[src/verilog/usb_xact_pkg.sv]
package usb_xact_pkg;

  // Token kinds as delivered by the packet decoder
  typedef enum logic [1:0] {
    TOK_OUT   = 2'b00,
    TOK_SOF   = 2'b01,
    TOK_IN    = 2'b10,
    TOK_SETUP = 2'b11
  } tok_type_t;

  // Handshake kinds, upper PID bits only
  typedef enum logic [1:0] {
    HSK_ACK = 2'b00,
    HSK_NAK = 2'b10
  } hsk_type_t;

  // Data packet kinds toward the encoder
  typedef enum logic [1:0] {
    DATA0 = 2'b00,
    DATA1 = 2'b10
  } data_pid_t;

  // Transfer and reject codes
  // Gaps in the encoding are kept for compatibility
  typedef enum logic [2:0] {
    ERR_NONE    = 3'h0,
    ERR_BLK_IN  = 3'h1,
    ERR_BLK_OUT = 3'h2,
    ERR_TOKEN   = 3'h3,
    ERR_ENDP    = 3'h5
  } err_code_t;

  // Top transaction FSM
  typedef enum logic [1:0] {
    XFER_IDLE = 2'd0,
    XFER_BULK = 2'd1,
    XFER_DUMP = 2'd2
  } xfer_state_t;

  // Bulk stage FSM
  typedef enum logic [2:0] {
    BULK_IDLE     = 3'd0,
    BULK_DATI_TX  = 3'd1,
    BULK_DATI_ZDP = 3'd2,
    BULK_DATI_ACK = 3'd3,
    BULK_DATO_RX  = 3'd4,
    BULK_DATO_ERR = 3'd5,
    BULK_DATO_HSK = 3'd6,
    BULK_DONE     = 3'd7
  } bulk_state_t;

endpackage

[src/verilog/token_dispatch.sv]
`timescale 1ns/1ps
module token_dispatch
  import usb_xact_pkg::*;
#(
  parameter logic [3:0] BULK_ENDPOINT = 4'd1
) (
  input  logic       clock,
  input  logic       reset,
  input  logic [6:0] usb_addr_i,
  input  logic       tok_recv_i,
  input  tok_type_t  tok_type_i,
  input  logic [6:0] tok_addr_i,
  input  logic [3:0] tok_endp_i,
  input  logic       bulk_done_i,
  output logic       bulk_go_o,
  output logic       bulk_dir_in_o,
  output logic [3:0] xfer_endp_o,
  output logic       blk_cycle_o,
  output logic       xfer_error_o,
  output err_code_t  err_code_o
);

  xfer_state_t state_q;

  // Token for this device
  logic tok_match;
  // IN or OUT, the only kinds a bulk endpoint takes
  logic tok_data;

  assign tok_match = tok_recv_i && (tok_addr_i == usb_addr_i);
  assign tok_data  = (tok_type_i == TOK_IN) || (tok_type_i == TOK_OUT);

  always_ff @(posedge clock) begin
    if (reset) begin
      state_q      <= XFER_IDLE;
      bulk_go_o    <= 1'b0;
      blk_cycle_o  <= 1'b0;
      xfer_error_o <= 1'b0;
      err_code_o   <= ERR_NONE;
    end else begin
      // Start pulse lasts a single cycle
      bulk_go_o    <= 1'b0;
      // Error strobe follows one cycle in DUMP
      xfer_error_o <= (state_q == XFER_DUMP);
      // Cycle flag opens after the start pulse
      if (bulk_go_o) begin
        blk_cycle_o <= 1'b1;
      end else if (bulk_done_i) begin
        blk_cycle_o <= 1'b0;
      end
      case (state_q)
        XFER_IDLE: begin
          if (tok_match) begin
            if (tok_data && tok_endp_i == BULK_ENDPOINT) begin
              state_q    <= XFER_BULK;
              bulk_go_o  <= 1'b1;
              err_code_o <= (tok_type_i == TOK_IN) ? ERR_BLK_IN : ERR_BLK_OUT;
            end else begin
              // Wrong endpoint, or SETUP and SOF
              state_q    <= XFER_DUMP;
              err_code_o <= tok_data ? ERR_ENDP : ERR_TOKEN;
            end
          end
        end
        XFER_BULK: begin
          // Hold until the sequencer finishes
          if (bulk_done_i) begin
            state_q <= XFER_IDLE;
          end
        end
        default: begin
          // Rejected token, back to idle
          state_q <= XFER_IDLE;
        end
      endcase
    end
  end

  // Endpoint and direction of the accepted token
  always_ff @(posedge clock) begin
    if (reset) begin
      xfer_endp_o   <= '0;
      bulk_dir_in_o <= 1'b0;
    end else if (state_q == XFER_IDLE && tok_match) begin
      xfer_endp_o   <= tok_endp_i;
      bulk_dir_in_o <= (tok_type_i == TOK_IN);
    end
  end

endmodule

[src/verilog/bulk_sequencer.sv]
`timescale 1ns/1ps
module bulk_sequencer
  import usb_xact_pkg::*;
(
  input  logic      clock,
  input  logic      reset,
  input  logic      bulk_go_i,
  input  logic      bulk_dir_in_i,
  input  logic      blk_in_ready_i,
  input  logic      blk_out_ready_i,
  input  logic      usb_sent_i,
  input  logic      hsk_recv_i,
  input  hsk_type_t hsk_type_i,
  input  logic      hsk_sent_i,
  input  logic      zdp_accepted_i,
  input  logic      usb_tvalid_i,
  input  logic      usb_tlast_i,
  input  logic      blk_tready_i,
  output logic      bulk_done_o,
  output logic      blk_start_o,
  output logic      usb_tready_o,
  output logic      blk_tvalid_o,
  output logic      in_sel_o,
  output logic      zdp_req_o,
  output logic      out_phase_o,
  output logic      out_nak_o,
  output logic      toggle_out_o,
  output logic      toggle_in_o
);

  bulk_state_t state_q;
  bulk_state_t state_d;

  // Encoder has taken the zero-data beat
  logic zdp_taken_q;
  // Last OUT beat moved this cycle
  logic out_last;

  assign out_last = usb_tvalid_i && usb_tready_o && usb_tlast_i;

  always_comb begin
    state_d = state_q;
    case (state_q)
      BULK_IDLE: begin
        if (bulk_go_i && bulk_dir_in_i) begin
          state_d = blk_in_ready_i ? BULK_DATI_TX : BULK_DATI_ZDP;
        end else if (bulk_go_i) begin
          state_d = blk_out_ready_i ? BULK_DATO_RX : BULK_DATO_ERR;
        end
      end
      BULK_DATI_TX: begin
        if (usb_sent_i) begin
          state_d = BULK_DATI_ACK;
        end
      end
      BULK_DATI_ZDP: begin
        // Only once the beat has left the mux
        if (usb_sent_i && (zdp_taken_q || zdp_accepted_i)) begin
          state_d = BULK_DATI_ACK;
        end
      end
      BULK_DATI_ACK: begin
        if (hsk_recv_i) begin
          state_d = BULK_DONE;
        end
      end
      BULK_DATO_RX, BULK_DATO_ERR: begin
        if (out_last) begin
          state_d = BULK_DATO_HSK;
        end
      end
      BULK_DATO_HSK: begin
        if (hsk_sent_i) begin
          state_d = BULK_DONE;
        end
      end
      default: begin
        state_d = BULK_IDLE;
      end
    endcase
  end

  always_ff @(posedge clock) begin
    if (reset) begin
      state_q     <= BULK_IDLE;
      blk_start_o <= 1'b0;
      out_nak_o   <= 1'b0;
      zdp_taken_q <= 1'b0;
    end else begin
      state_q     <= state_d;
      blk_start_o <= (state_q == BULK_IDLE) && bulk_go_i;
      // NAK when the endpoint cannot take OUT data
      if (state_q == BULK_IDLE && bulk_go_i) begin
        out_nak_o <= !bulk_dir_in_i && !blk_out_ready_i;
      end
      if (state_q == BULK_IDLE) begin
        zdp_taken_q <= 1'b0;
      end else if (zdp_accepted_i) begin
        zdp_taken_q <= 1'b1;
      end
    end
  end

  // OUT stream steering, drain when not receiving
  always_comb begin
    case (state_q)
      BULK_DATO_RX: usb_tready_o = blk_tready_i;
      default:      usb_tready_o = 1'b1;
    endcase
  end

  assign blk_tvalid_o = (state_q == BULK_DATO_RX) && usb_tvalid_i;

  // IN side
  assign in_sel_o  = (state_q == BULK_DATI_TX);
  assign zdp_req_o = (state_q == BULK_IDLE) && bulk_go_i && bulk_dir_in_i && !blk_in_ready_i;

  // Handshake window covers reception and the reply
  assign out_phase_o = (state_q == BULK_DATO_RX) || (state_q == BULK_DATO_ERR) ||
                       (state_q == BULK_DATO_HSK);

  // Toggle only after an ACK either way
  assign toggle_out_o = (state_q == BULK_DATO_HSK) && hsk_sent_i && !out_nak_o;
  assign toggle_in_o  = (state_q == BULK_DATI_ACK) && hsk_recv_i && (hsk_type_i == HSK_ACK);

  assign bulk_done_o = (state_q == BULK_DONE);

endmodule

[src/verilog/handshake_issuer.sv]
`timescale 1ns/1ps
module handshake_issuer
  import usb_xact_pkg::*;
#(
  parameter int EOP_DELAY = 5
) (
  input  logic      clock,
  input  logic      reset,
  input  logic      usb_recv_i,
  input  logic      hsk_sent_i,
  input  logic      out_phase_i,
  input  logic      out_nak_i,
  output logic      hsk_send_o,
  output hsk_type_t hsk_type_o
);

  // Wide enough for a zero delay too
  localparam int CW = $clog2(EOP_DELAY + 2);

  logic [CW-1:0] eop_cnt_q;
  logic          eop_busy_q;
  // End-of-packet mark, one cycle
  logic          eop_q;

  // Count down from the received-packet pulse
  always_ff @(posedge clock) begin
    if (reset) begin
      eop_busy_q <= 1'b0;
      eop_q      <= 1'b0;
    end else begin
      eop_q <= eop_busy_q && (eop_cnt_q == '0);
      if (usb_recv_i) begin
        eop_busy_q <= 1'b1;
      end else if (eop_cnt_q == '0) begin
        eop_busy_q <= 1'b0;
      end
    end
  end

  always_ff @(posedge clock) begin
    if (usb_recv_i) begin
      eop_cnt_q <= CW'(EOP_DELAY);
    end else if (eop_busy_q && eop_cnt_q != '0) begin
      eop_cnt_q <= eop_cnt_q - 1'b1;
    end
  end

  // Request held until the encoder reports it sent
  always_ff @(posedge clock) begin
    if (reset) begin
      hsk_send_o <= 1'b0;
    end else if (!hsk_send_o && eop_q && out_phase_i) begin
      hsk_send_o <= 1'b1;
    end else if (hsk_sent_i) begin
      hsk_send_o <= 1'b0;
    end
  end

  always_ff @(posedge clock) begin
    if (!hsk_send_o && eop_q) begin
      hsk_type_o <= out_nak_i ? HSK_NAK : HSK_ACK;
    end
  end

endmodule

[src/verilog/data_toggle.sv]
`timescale 1ns/1ps
module data_toggle
  import usb_xact_pkg::*;
#(
  parameter int NUM_ENDPOINTS = 16
) (
  input  logic       clock,
  input  logic       reset,
  input  logic [3:0] endp_i,
  input  logic       toggle_out_i,
  input  logic       toggle_in_i,
  output data_pid_t  usb_pid_o
);

  // One DATA0/DATA1 bit per endpoint
  logic [NUM_ENDPOINTS-1:0] toggle_q;

  // Both pulses flip the same bit
  logic flip;

  assign flip = toggle_out_i || toggle_in_i;

  always_ff @(posedge clock) begin
    if (reset) begin
      toggle_q <= '0;
    end else if (flip) begin
      toggle_q[endp_i] <= ~toggle_q[endp_i];
    end
  end

  // PID for the next data packet to the host
  assign usb_pid_o = toggle_q[endp_i] ? DATA1 : DATA0;

endmodule

[src/verilog/in_stream_mux.sv]
`timescale 1ns/1ps
module in_stream_mux
  import usb_xact_pkg::*;
(
  input  logic       clock,
  input  logic       reset,
  input  logic       in_sel_i,
  input  logic       zdp_req_i,
  input  logic       blk_tvalid_i,
  input  logic       blk_tlast_i,
  input  logic       blk_tkeep_i,
  input  logic [7:0] blk_tdata_i,
  input  logic       usb_tready_i,
  output logic       blk_tready_o,
  output logic       zdp_accepted_o,
  output logic       usb_tvalid_o,
  output logic       usb_tlast_o,
  output logic       usb_tkeep_o,
  output logic [7:0] usb_tdata_o
);

  // Pending zero-data beat
  logic zdp_q;

  assign zdp_accepted_o = zdp_q && !in_sel_i && usb_tready_i;

  always_ff @(posedge clock) begin
    if (reset) begin
      zdp_q <= 1'b0;
    end else if (zdp_req_i) begin
      zdp_q <= 1'b1;
    end else if (zdp_accepted_o) begin
      zdp_q <= 1'b0;
    end
  end

  // Bulk data passes straight through when selected
  assign blk_tready_o = in_sel_i && usb_tready_i;

  // Otherwise a single beat with no payload
  assign usb_tvalid_o = in_sel_i ? blk_tvalid_i : zdp_q;
  assign usb_tlast_o  = in_sel_i ? blk_tlast_i : zdp_q;
  assign usb_tkeep_o  = in_sel_i ? blk_tkeep_i : 1'b0;
  assign usb_tdata_o  = in_sel_i ? blk_tdata_i : 8'h00;

endmodule

[src/verilog/usb_transactor.sv]
`timescale 1ns/1ps
module usb_transactor #(
  parameter logic [3:0] BULK_ENDPOINT = 4'd1,
  parameter int         EOP_DELAY     = 5,
  parameter int         NUM_ENDPOINTS = 16
) (
  input  logic                    clock,
  input  logic                    reset,
  // Configured device address
  input  logic [6:0]              usb_addr_i,
  // Decoder tokens and handshakes
  input  logic                    tok_recv_i,
  input  usb_xact_pkg::tok_type_t tok_type_i,
  input  logic [6:0]              tok_addr_i,
  input  logic [3:0]              tok_endp_i,
  input  logic                    hsk_recv_i,
  input  usb_xact_pkg::hsk_type_t hsk_type_i,
  input  logic                    usb_recv_i,
  // OUT bytes from the decoder
  input  logic                    usb_tvalid_i,
  output logic                    usb_tready_o,
  input  logic                    usb_tkeep_i,
  input  logic                    usb_tlast_i,
  input  logic [7:0]              usb_tdata_i,
  // IN bytes to the encoder
  output logic                    usb_tvalid_o,
  input  logic                    usb_tready_i,
  output logic                    usb_tkeep_o,
  output logic                    usb_tlast_o,
  output logic [7:0]              usb_tdata_o,
  output usb_xact_pkg::data_pid_t usb_pid_o,
  input  logic                    usb_sent_i,
  // Handshake request to the encoder
  output logic                    hsk_send_o,
  output usb_xact_pkg::hsk_type_t hsk_type_o,
  input  logic                    hsk_sent_i,
  // Bulk endpoint control
  input  logic                    blk_in_ready_i,
  input  logic                    blk_out_ready_i,
  output logic                    blk_start_o,
  output logic                    blk_cycle_o,
  output logic [3:0]              blk_endpt_o,
  // Bulk OUT stream
  output logic                    blk_tvalid_o,
  input  logic                    blk_tready_i,
  output logic                    blk_tlast_o,
  output logic                    blk_tkeep_o,
  output logic [7:0]              blk_tdata_o,
  // Bulk IN stream
  input  logic                    blk_tvalid_i,
  output logic                    blk_tready_o,
  input  logic                    blk_tlast_i,
  input  logic                    blk_tkeep_i,
  input  logic [7:0]              blk_tdata_i,
  // Reject reporting
  output usb_xact_pkg::err_code_t err_code_o,
  output logic                    xfer_error_o
);

  logic       bulk_go;
  logic       bulk_dir_in;
  logic [3:0] xfer_endp;
  logic       bulk_done;
  logic       out_phase;
  logic       out_nak;
  logic       zdp_req;
  logic       in_sel;
  logic       toggle_out;
  logic       toggle_in;
  logic       zdp_accepted;

  // OUT payload goes unchanged, only valid is steered
  assign blk_endpt_o = xfer_endp;
  assign blk_tlast_o = usb_tlast_i;
  assign blk_tkeep_o = usb_tkeep_i;
  assign blk_tdata_o = usb_tdata_i;

  token_dispatch #(
    .BULK_ENDPOINT(BULK_ENDPOINT)
  ) i_token_dispatch (
    .clock        (clock),
    .reset        (reset),
    .usb_addr_i   (usb_addr_i),
    .tok_recv_i   (tok_recv_i),
    .tok_type_i   (tok_type_i),
    .tok_addr_i   (tok_addr_i),
    .tok_endp_i   (tok_endp_i),
    .bulk_done_i  (bulk_done),
    .bulk_go_o    (bulk_go),
    .bulk_dir_in_o(bulk_dir_in),
    .xfer_endp_o  (xfer_endp),
    .blk_cycle_o  (blk_cycle_o),
    .xfer_error_o (xfer_error_o),
    .err_code_o   (err_code_o)
  );

  bulk_sequencer i_bulk_sequencer (
    .clock          (clock),
    .reset          (reset),
    .bulk_go_i      (bulk_go),
    .bulk_dir_in_i  (bulk_dir_in),
    .blk_in_ready_i (blk_in_ready_i),
    .blk_out_ready_i(blk_out_ready_i),
    .usb_sent_i     (usb_sent_i),
    .hsk_recv_i     (hsk_recv_i),
    .hsk_type_i     (hsk_type_i),
    .hsk_sent_i     (hsk_sent_i),
    .zdp_accepted_i (zdp_accepted),
    .usb_tvalid_i   (usb_tvalid_i),
    .usb_tlast_i    (usb_tlast_i),
    .blk_tready_i   (blk_tready_i),
    .bulk_done_o    (bulk_done),
    .blk_start_o    (blk_start_o),
    .usb_tready_o   (usb_tready_o),
    .blk_tvalid_o   (blk_tvalid_o),
    .in_sel_o       (in_sel),
    .zdp_req_o      (zdp_req),
    .out_phase_o    (out_phase),
    .out_nak_o      (out_nak),
    .toggle_out_o   (toggle_out),
    .toggle_in_o    (toggle_in)
  );

  handshake_issuer #(
    .EOP_DELAY(EOP_DELAY)
  ) i_handshake_issuer (
    .clock      (clock),
    .reset      (reset),
    .usb_recv_i (usb_recv_i),
    .hsk_sent_i (hsk_sent_i),
    .out_phase_i(out_phase),
    .out_nak_i  (out_nak),
    .hsk_send_o (hsk_send_o),
    .hsk_type_o (hsk_type_o)
  );

  data_toggle #(
    .NUM_ENDPOINTS(NUM_ENDPOINTS)
  ) i_data_toggle (
    .clock       (clock),
    .reset       (reset),
    .endp_i      (xfer_endp),
    .toggle_out_i(toggle_out),
    .toggle_in_i (toggle_in),
    .usb_pid_o   (usb_pid_o)
  );

  in_stream_mux i_in_stream_mux (
    .clock         (clock),
    .reset         (reset),
    .in_sel_i      (in_sel),
    .zdp_req_i     (zdp_req),
    .blk_tvalid_i  (blk_tvalid_i),
    .blk_tlast_i   (blk_tlast_i),
    .blk_tkeep_i   (blk_tkeep_i),
    .blk_tdata_i   (blk_tdata_i),
    .usb_tready_i  (usb_tready_i),
    .blk_tready_o  (blk_tready_o),
    .zdp_accepted_o(zdp_accepted),
    .usb_tvalid_o  (usb_tvalid_o),
    .usb_tlast_o   (usb_tlast_o),
    .usb_tkeep_o   (usb_tkeep_o),
    .usb_tdata_o   (usb_tdata_o)
  );

endmodule

[config.mk]
export PLATFORM = sky130hd
export DESIGN_NAME = usb_transactor
export DESIGN_NICKNAME = d
export VERILOG_FILES = /design/src/verilog/usb_xact_pkg.sv /design/src/verilog/token_dispatch.sv /design/src/verilog/bulk_sequencer.sv /design/src/verilog/handshake_issuer.sv /design/src/verilog/data_toggle.sv /design/src/verilog/in_stream_mux.sv /design/src/verilog/usb_transactor.sv
export SDC_FILE = /design/constraint.sdc
export NUM_CORES = 1
export LEC_CHECK = 0
export BUFFER_PORTS_ARGS = -buffer_cell sky130_fd_sc_hd__buf_2
export CORE_ASPECT_RATIO = 1.4
export CORE_MARGIN = 10
export CORE_UTILIZATION = 50
export CTS_CLUSTER_DIAMETER = 60
export DETAILED_ROUTE_END_ITERATION = 10
export PLACE_DENSITY = 0.82
export SYNTH_ARGS = -nofsm -noshare
export SYNTH_HDL_FRONTEND = slang
export SYNTH_SLANG_ARGS = --single-unit
[constraint.sdc]
create_clock -name clock -period 5.05 [get_ports clock]
set_input_delay 1.515 -clock clock [delete_from_list [all_inputs] [get_ports clock]]
set_output_delay 1.515 -clock clock [all_outputs]
set_load 0.01 [all_outputs]
==> flow_summary_export.csv, run 1 <==
group,metric,value,unit
grt,grt_max_degree,41,
synthesis,synthCells,269,
final_layout,mostFrequentLayoutCells,"buf_2, dfxtp_1, a21oi_1, nand2_1, o31ai_1",
route,dr_wl_met2,2.977,mm
sta,fmax,279.0,MHz
route,drc,0,
synthesis,netlist_area,0.002367,mm2
sta,slew_headroom,23.28,%
floorplanning,ioPinCount,94,
route,dr.first_iter.drc_count,62,
sta,hold_slack,451.4,ps
grt,antenna_found_initial,0,
grt,grt_util_all_layers,14.49,%
critical_path,crit_buf_inv,1,
synthesis,synth_top_area_share,35.52,%
synthesis,ys_async_sr_fraction,0,%
route,vias,2176,
route,via_per_inst,5.681,
critical_path,max_stage_delay,790,ps
synthesis,synth_seq_cells,43,
critical_path,crit_type,"reg -> out",
critical_path,path_delay_family,"simple AND/OR/NAND/NOR gates",
floorplanning,die_area,0.007926,mm2
grt,grt_pass1_vias,2119,
floorplanning,row_count,29,
final_layout,drive_gt1_share,27.73,%
synthesis,synth_edf_count,1,
critical_path,critPathArrivalTime,2070,ps
hold_path,hold_start,"i_token_dispatch.state_q[0]$_SDFFE_PP0P_",
final_layout,nFillCells,425,
clock_network,clk_pin_slew,80,ps
clock_network,cts.sinks,43,
sta,maxSlewViolCount,0,
placement,portBuffers,73,
floorplanning,die_x,78.16,um
synthesis,synth.area.top_cells,"dfxtp_1, a21oi_1, o31ai_1",
critical_path,reg2regPathDepth,4,
run_status,status,"completed",
hold_path,hold_depth,1,
critical_path,crit_chain,"nor3b_1 > and2_1 > buf_2",
sta,tightest_slew,1151,ps
critical_path,worstPathRequired,3540,ps
route,wl_met1,2.223,mm
clock_network,cts_tree,"yes",
final_layout,final_common_cell,"buf_2",
final_layout,layout.nets,377,
clock_network,cts_hold_buffers,0,
sta,setup_viol,0,
critical_path,cp_slowest_cell,"nor3b_1",
sta,clock_skew,8.780,ps
synthesis,synth.largest_area_cell,"dfxtp_1",
placement,gp_congestion,0.8572,
flow_run,drv_cap,0,
route,wl,5.786,mm
clock_network,cts_max_level,2,
critical_path,crit_fanout,15,
power,p_per_area,243.9,mW/mm2
clock_network,insertion_delay,300,ps
synthesis,synth_warnings,0,
route,top_layer,"met4",
clock_network,cts_resized,0,
route,wl_met3,487,um
clock_network,cts.path.max_buffers,2,
clock_network,post_cts_buffers,0,
synthesis,ys.flop_type,"dfxtp_1",
grt,grt_overflow,0,
route,wire_per_inst,15.11,um
clock_network,root_buffer,"clkbuf_8",
sta,grt_setup_unrepaired,"false",
critical_path,cp-start-kind,"flop",
final_layout,n_antenna_cell,0,
power,leakage,1.092,nW
hold_path,hold_class,"reg -> reg",
final_layout,area_growth,15.43,%
route,ant_nets,0,
synthesis,yosysSeqAreaShare,36.79,%
critical_path,r2r_setup_slack,2840,ps
grt,grt_pass1_wl,9.542,mm
floorplanning,start_util,51.78,%
clock_network,numCtsBuffers,5,
sta,timing.setup.tns,0,ps
floorplanning,coreArea,0.004572,mm2
synthesis,yosysUniqueCellTypes,53,
power,vdd_drop_max,159.4,uV
floorplanning,die_h,101.4,um
hold_path,min_to,"i_token_dispatch.xfer_error_o$_SDFF_PP0_",
critical_path,end_kind,"output port",
critical_path,cp.depth,3,
sta,layout_min_cycle_time,3584,ps
synthesis,synth.avg_cell_area,8.800,um2
critical_path,rr_endpoint,"i_data_toggle.toggle_q[9]$_SDFFE_PP0P_",
critical_path,rr_startpoint,"i_bulk_sequencer.state_q[2]$_SDFFE_PP0P_",
placement,hpwl,4.448,mm
route,dr.pass1.iters,4,
sta,post-route-period-util,70.97,%
sta,hold_viol_final,0,
cells in the mapped netlist, types with 4 or more instances:
master and count:
a21oi_1 27, a31oi_1 4, and2_1 10, buf_2 6, buf_4 13, clkbuf_1 11, dfxtp_1 42, inv_1 4
mux4_2 5, nand2_1 17, nand2b_1 10, nand3_1 5, nor2_1 11, nor3_1 6, nor3b_1 4, o21ai_1 6
o31ai_1 17, or4_1 16, xnor2_1 5
where the power goes:
| group | internal [mW] | switching, mW | total (mW) | leakage (nW) |
|---|---|---|---|---|
| clock network | 0.0970 | 0.114 | 0.211 | 0.0455 |
| registers | 0.347 | 0.0162 | 0.363 | 0.349 |
| logic | 0.0441 | 0.0481 | 0.0921 | 0.698 |
layout make-up:
type                    count  area, um2  share of cell area, %
multi-input cells         192       1313                  48.03
flip-flops and latches     43      870.8                  31.87
repair buffers             74      372.9                  13.64
well taps                  62      77.57                  2.839
clock buffers               6      72.57                  2.656
inverters                   4      15.01                 0.5495
clock inverters             2      11.26                 0.4121
per-stage QoR:
stage,setup WS [ps],instances,area [um2],total power [mW],utilization (%)
after floorplan,1837,270,2371,0.4348,-
after global placement,1631,375,2649,0.4602,57.94
after detailed placement,1618,375,2649,0.4633,57.94
after CTS,1430,383,2733,0.6743,59.77
after global routing,1185,383,2733,0.7007,59.77
final,1466,383,2733,0.6665,59.77
flip-flops by register name (all words and copies together), names as in the netlist:
name and count:
i_token_dispatch.state_q 2, i_bulk_sequencer.out_nak_o 1, i_token_dispatch.bulk_go_o 1, i_token_dispatch.bulk_dir_in_o 1
i_bulk_sequencer.zdp_taken_q 1, i_token_dispatch.err_code_o 3, i_handshake_issuer.eop_q 1, i_handshake_issuer.eop_busy_q 1
i_bulk_sequencer.state_q 3, i_bulk_sequencer.blk_start_o 1, i_data_toggle.toggle_q 16, i_token_dispatch.blk_cycle_o 1
i_in_stream_mux.zdp_q 1, i_token_dispatch.xfer_error_o 1, i_token_dispatch.xfer_endp_o 4, i_handshake_issuer.hsk_type_o 1
i_handshake_issuer.hsk_send_o 1, i_handshake_issuer.eop_cnt_q 3
routing by layer:
| layer | track usage [%] | up-vias |
|---|---|---|
| li1 | - | 1094 |
| met4 | 6.086 | 0 |
| met5 | 0 | - |
| met3 | 5.940 | 10 |
| met1 | 14.33 | 1009 |
| met2 | 26.14 | 63 |
kinds of logic after synthesis:
kind of cell	Yosys count	synth area share, %
and+or+nand+nor	103	26.53
buffers and inverters	35	7.928
other	1	0.1584
DFF	43	36.79
adders and majority gates	2	1.057
AOI/OAI and AO/OA	69	18.50
xor gates and xnor gates	8	2.960
muxes	8	6.078
worst max-delay path by stage:
stage / start / endpoint / slack [ps]
3_3_place_gp: blk_tready_i / usb_tready_o / 1630
6_report: i_bulk_sequencer.state_q[0]$_SDFFE_PP0P_ / usb_tdata_o[3] / 1470
5_1_grt: i_bulk_sequencer.state_q[0]$_SDFFE_PP0P_ / usb_tdata_o[7] / 1190
3_5_place_dp: usb_tvalid_i / blk_tvalid_o / 1620
2_1_floorplan: blk_tready_i / usb_tready_o / 1840
4_1_cts: i_bulk_sequencer.state_q[0]$_SDFFE_PP0P_ / usb_tdata_o[3] / 1430
Note: power is estimated with default switching activity, not from simulation.
==> run 2: changes to the inputs <==
Settings changed: CORE_UTILIZATION 50 to 49, PLACE_DENSITY 0.82 to 0.81.
Clock period 5.05 ns to 3.4 ns, I/O delays scaled along.
==> run 2 against run 1 <==
Clock-buffer cell count up 1; sequential cell count did not move; total power rose by 59%; routed wire length fell by 1.7%; non-clock buffer count up 2; combinational power is 48% higher; clock power is 84% higher; critical path depth unchanged; global-route usage decreased by 0.34 points; sequential power up 48%; utilization up 0.48 points; first-iteration DRC count rose by 44%; largest cell class unchanged; largest power group unchanged.
==> flow_summary_export.csv, run 2 (synthesis gave the netlist of run 1 again) <==
group,metric,value,unit
grt,grt-busiest-layer,"met2",
clock_network,root_buffer,"clkbuf_8",
clock_network,post_cts_buffers,0,
floorplanning,die_h,102.2,um
placement,hpwl,4.273,mm
clock_network,numCtsBuffers,5,
sta,maxSlewViolCount,0,
critical_path,worstPathRequired,2380,ps
route,wire_per_inst,14.77,um
power,p_per_area,382.9,mW/mm2
critical_path,critPathArrivalTime,2040,ps
sta,hold_slack,451.4,ps
final_layout,n_antenna_cell,0,
final_layout,largestRegisters,"i_data_toggle.toggle_q: 16 flops, i_token_dispatch.xfer_endp_o: 4 flops",
sta,setup_viol,0,
hold_path,hold_class,"reg -> reg",
sta,hold_viol_final,0,
critical_path,r2r_setup_slack,1390,ps
power,vdd_drop_max,266.6,uV
floorplanning,die_x,78.75,um
final_layout,largest_reg_flops,16,
critical_path,end_kind,"output port",
critical_path,crit_fanout,10,
sta,post-route-period-util,90.00,%
clock_network,cts_hold_buffers,0,
placement,portBuffers,73,
route,via_per_inst,5.665,
clock_network,cts_tree,"yes",
sta,timing.setup.tns,0,ps
grt,grt_pass1_vias,2059,
grt,gr-usage-met3,6.503,%
floorplanning,row_count,29,
sta,layout_min_cycle_time,3060,ps
grt,grt_overflow,0,
floorplanning,ioPinCount,94,
final_layout,layout.nets,379,
floorplanning,coreArea,0.004608,mm2
power,leakage,1.115,nW
sta,fmax,326.8,MHz
sta,grt_setup_unrepaired,"false",
final_layout,top_register,"i_data_toggle.toggle_q",
sta,slew_headroom,51.98,%
final_layout,drive_gt1_share,28.48,%
route,vias,2181,
final_layout,mostFrequentLayoutCells,"buf_2, dfxtp_1, a21oi_1, nand2_1, o31ai_1",
grt,grt_pass1_wl,9.308,mm
run_status,status,"completed",
route,dr.pass1.iters,4,
clock_network,cts.sinks,43,
route,dr.first_iter.drc_count,89,
route,drc,0,
final_layout,area_growth,17.28,%
placement,gp_congestion,0.8345,
clock_network,cts_resized,0,
route,wl,5.685,mm
sta,tightest_slew,720.2,ps
sta,clock_skew,4.863,ps
grt,grtUsageMet2,24.24,%
clock_network,cts_max_level,2,
route,ant_nets,0,
flow_run,drv_cap,0,
critical_path,cp-start-kind,"flop",
clock_network,clk_pin_slew,80,ps
floorplanning,start_util,51.37,%
grt,use_met1,13.90,%
floorplanning,die_area,0.008051,mm2
final_layout,final_common_cell,"buf_2",
grt,grt_max_degree,41,
critical_path,crit_type,"reg -> out",
grt,grt_util_all_layers,14.15,%
grt,antenna_found_initial,0,
clock_network,insertion_delay,300,ps
clock_network,cts.path.max_buffers,2,
run 2: cell count changes in the layout (fill, tap and decap cells not counted):
cell / change
buf_4: +2
inv_4: -1
clkbuf_16: +1
clkbuf_8: +1
clkbuf_1: -1
run 2: layout make-up:
type,instances,area [um2]
clock buffer,7,107.6
clock inverter,1,5.005
fill,410,1832
inverter,4,15.01
multi-input combinational,192,1313
sequential,43,870.8
tap,62,77.57
timing repair buffer,76,387.9
run 2: per-stage QoR:
| stage | setup WS [ps] | instance area (um2) | instances | util, % | power, mW |
|---|---|---|---|---|---|
| after floorplan | 711.3 | 2371 | 270 | - | 0.6458 |
| after global placement | 698.3 | 2664 | 377 | 57.81 | 0.6839 |
| after detailed placement | 650.1 | 2664 | 377 | 57.81 | 0.6873 |
| after CTS | 318.5 | 2776 | 385 | 60.25 | 1.071 |
| after global routing | 267.1 | 2776 | 385 | 60.25 | 1.111 |
| final | 340.1 | 2776 | 385 | 60.25 | 1.063 |
run 2: layer usage:
metal	up-vias	routed length, um
li1	1089	-
met1	998	2185
met2	82	2754
met3	12	577
met4	0	167
met5	-	0
run 2: worst paths after layout:
kind,depth (start not counted),startpoint,endpoint
max reg2reg,5,i_bulk_sequencer.state_q[1]$_SDFFE_PP0P_,i_data_toggle.toggle_q[4]$_SDFFE_PP0P_
min reg2reg,1,i_token_dispatch.state_q[0]$_SDFFE_PP0P_,i_token_dispatch.xfer_error_o$_SDFF_PP0_
max,3,i_token_dispatch.xfer_endp_o[0]$_SDFFE_PP0P_,usb_pid_o[1]
min,1,i_token_dispatch.state_q[0]$_SDFFE_PP0P_,i_token_dispatch.xfer_error_o$_SDFF_PP0_
run 2: worst max-delay path, stage by stage, from the launching register on:
cell and delay [ps]:
dfxtp_1 550, mux4_2 550, mux4_2 480, buf_2 160
run 2: report_power, final:
part	leakage (nW)	internal [mW]	switching, mW
Combinational	0.708	0.0666	0.0697
Sequential	0.349	0.515	0.0237
Clock	0.0594	0.208	0.180
Total	1.12	0.790	0.273
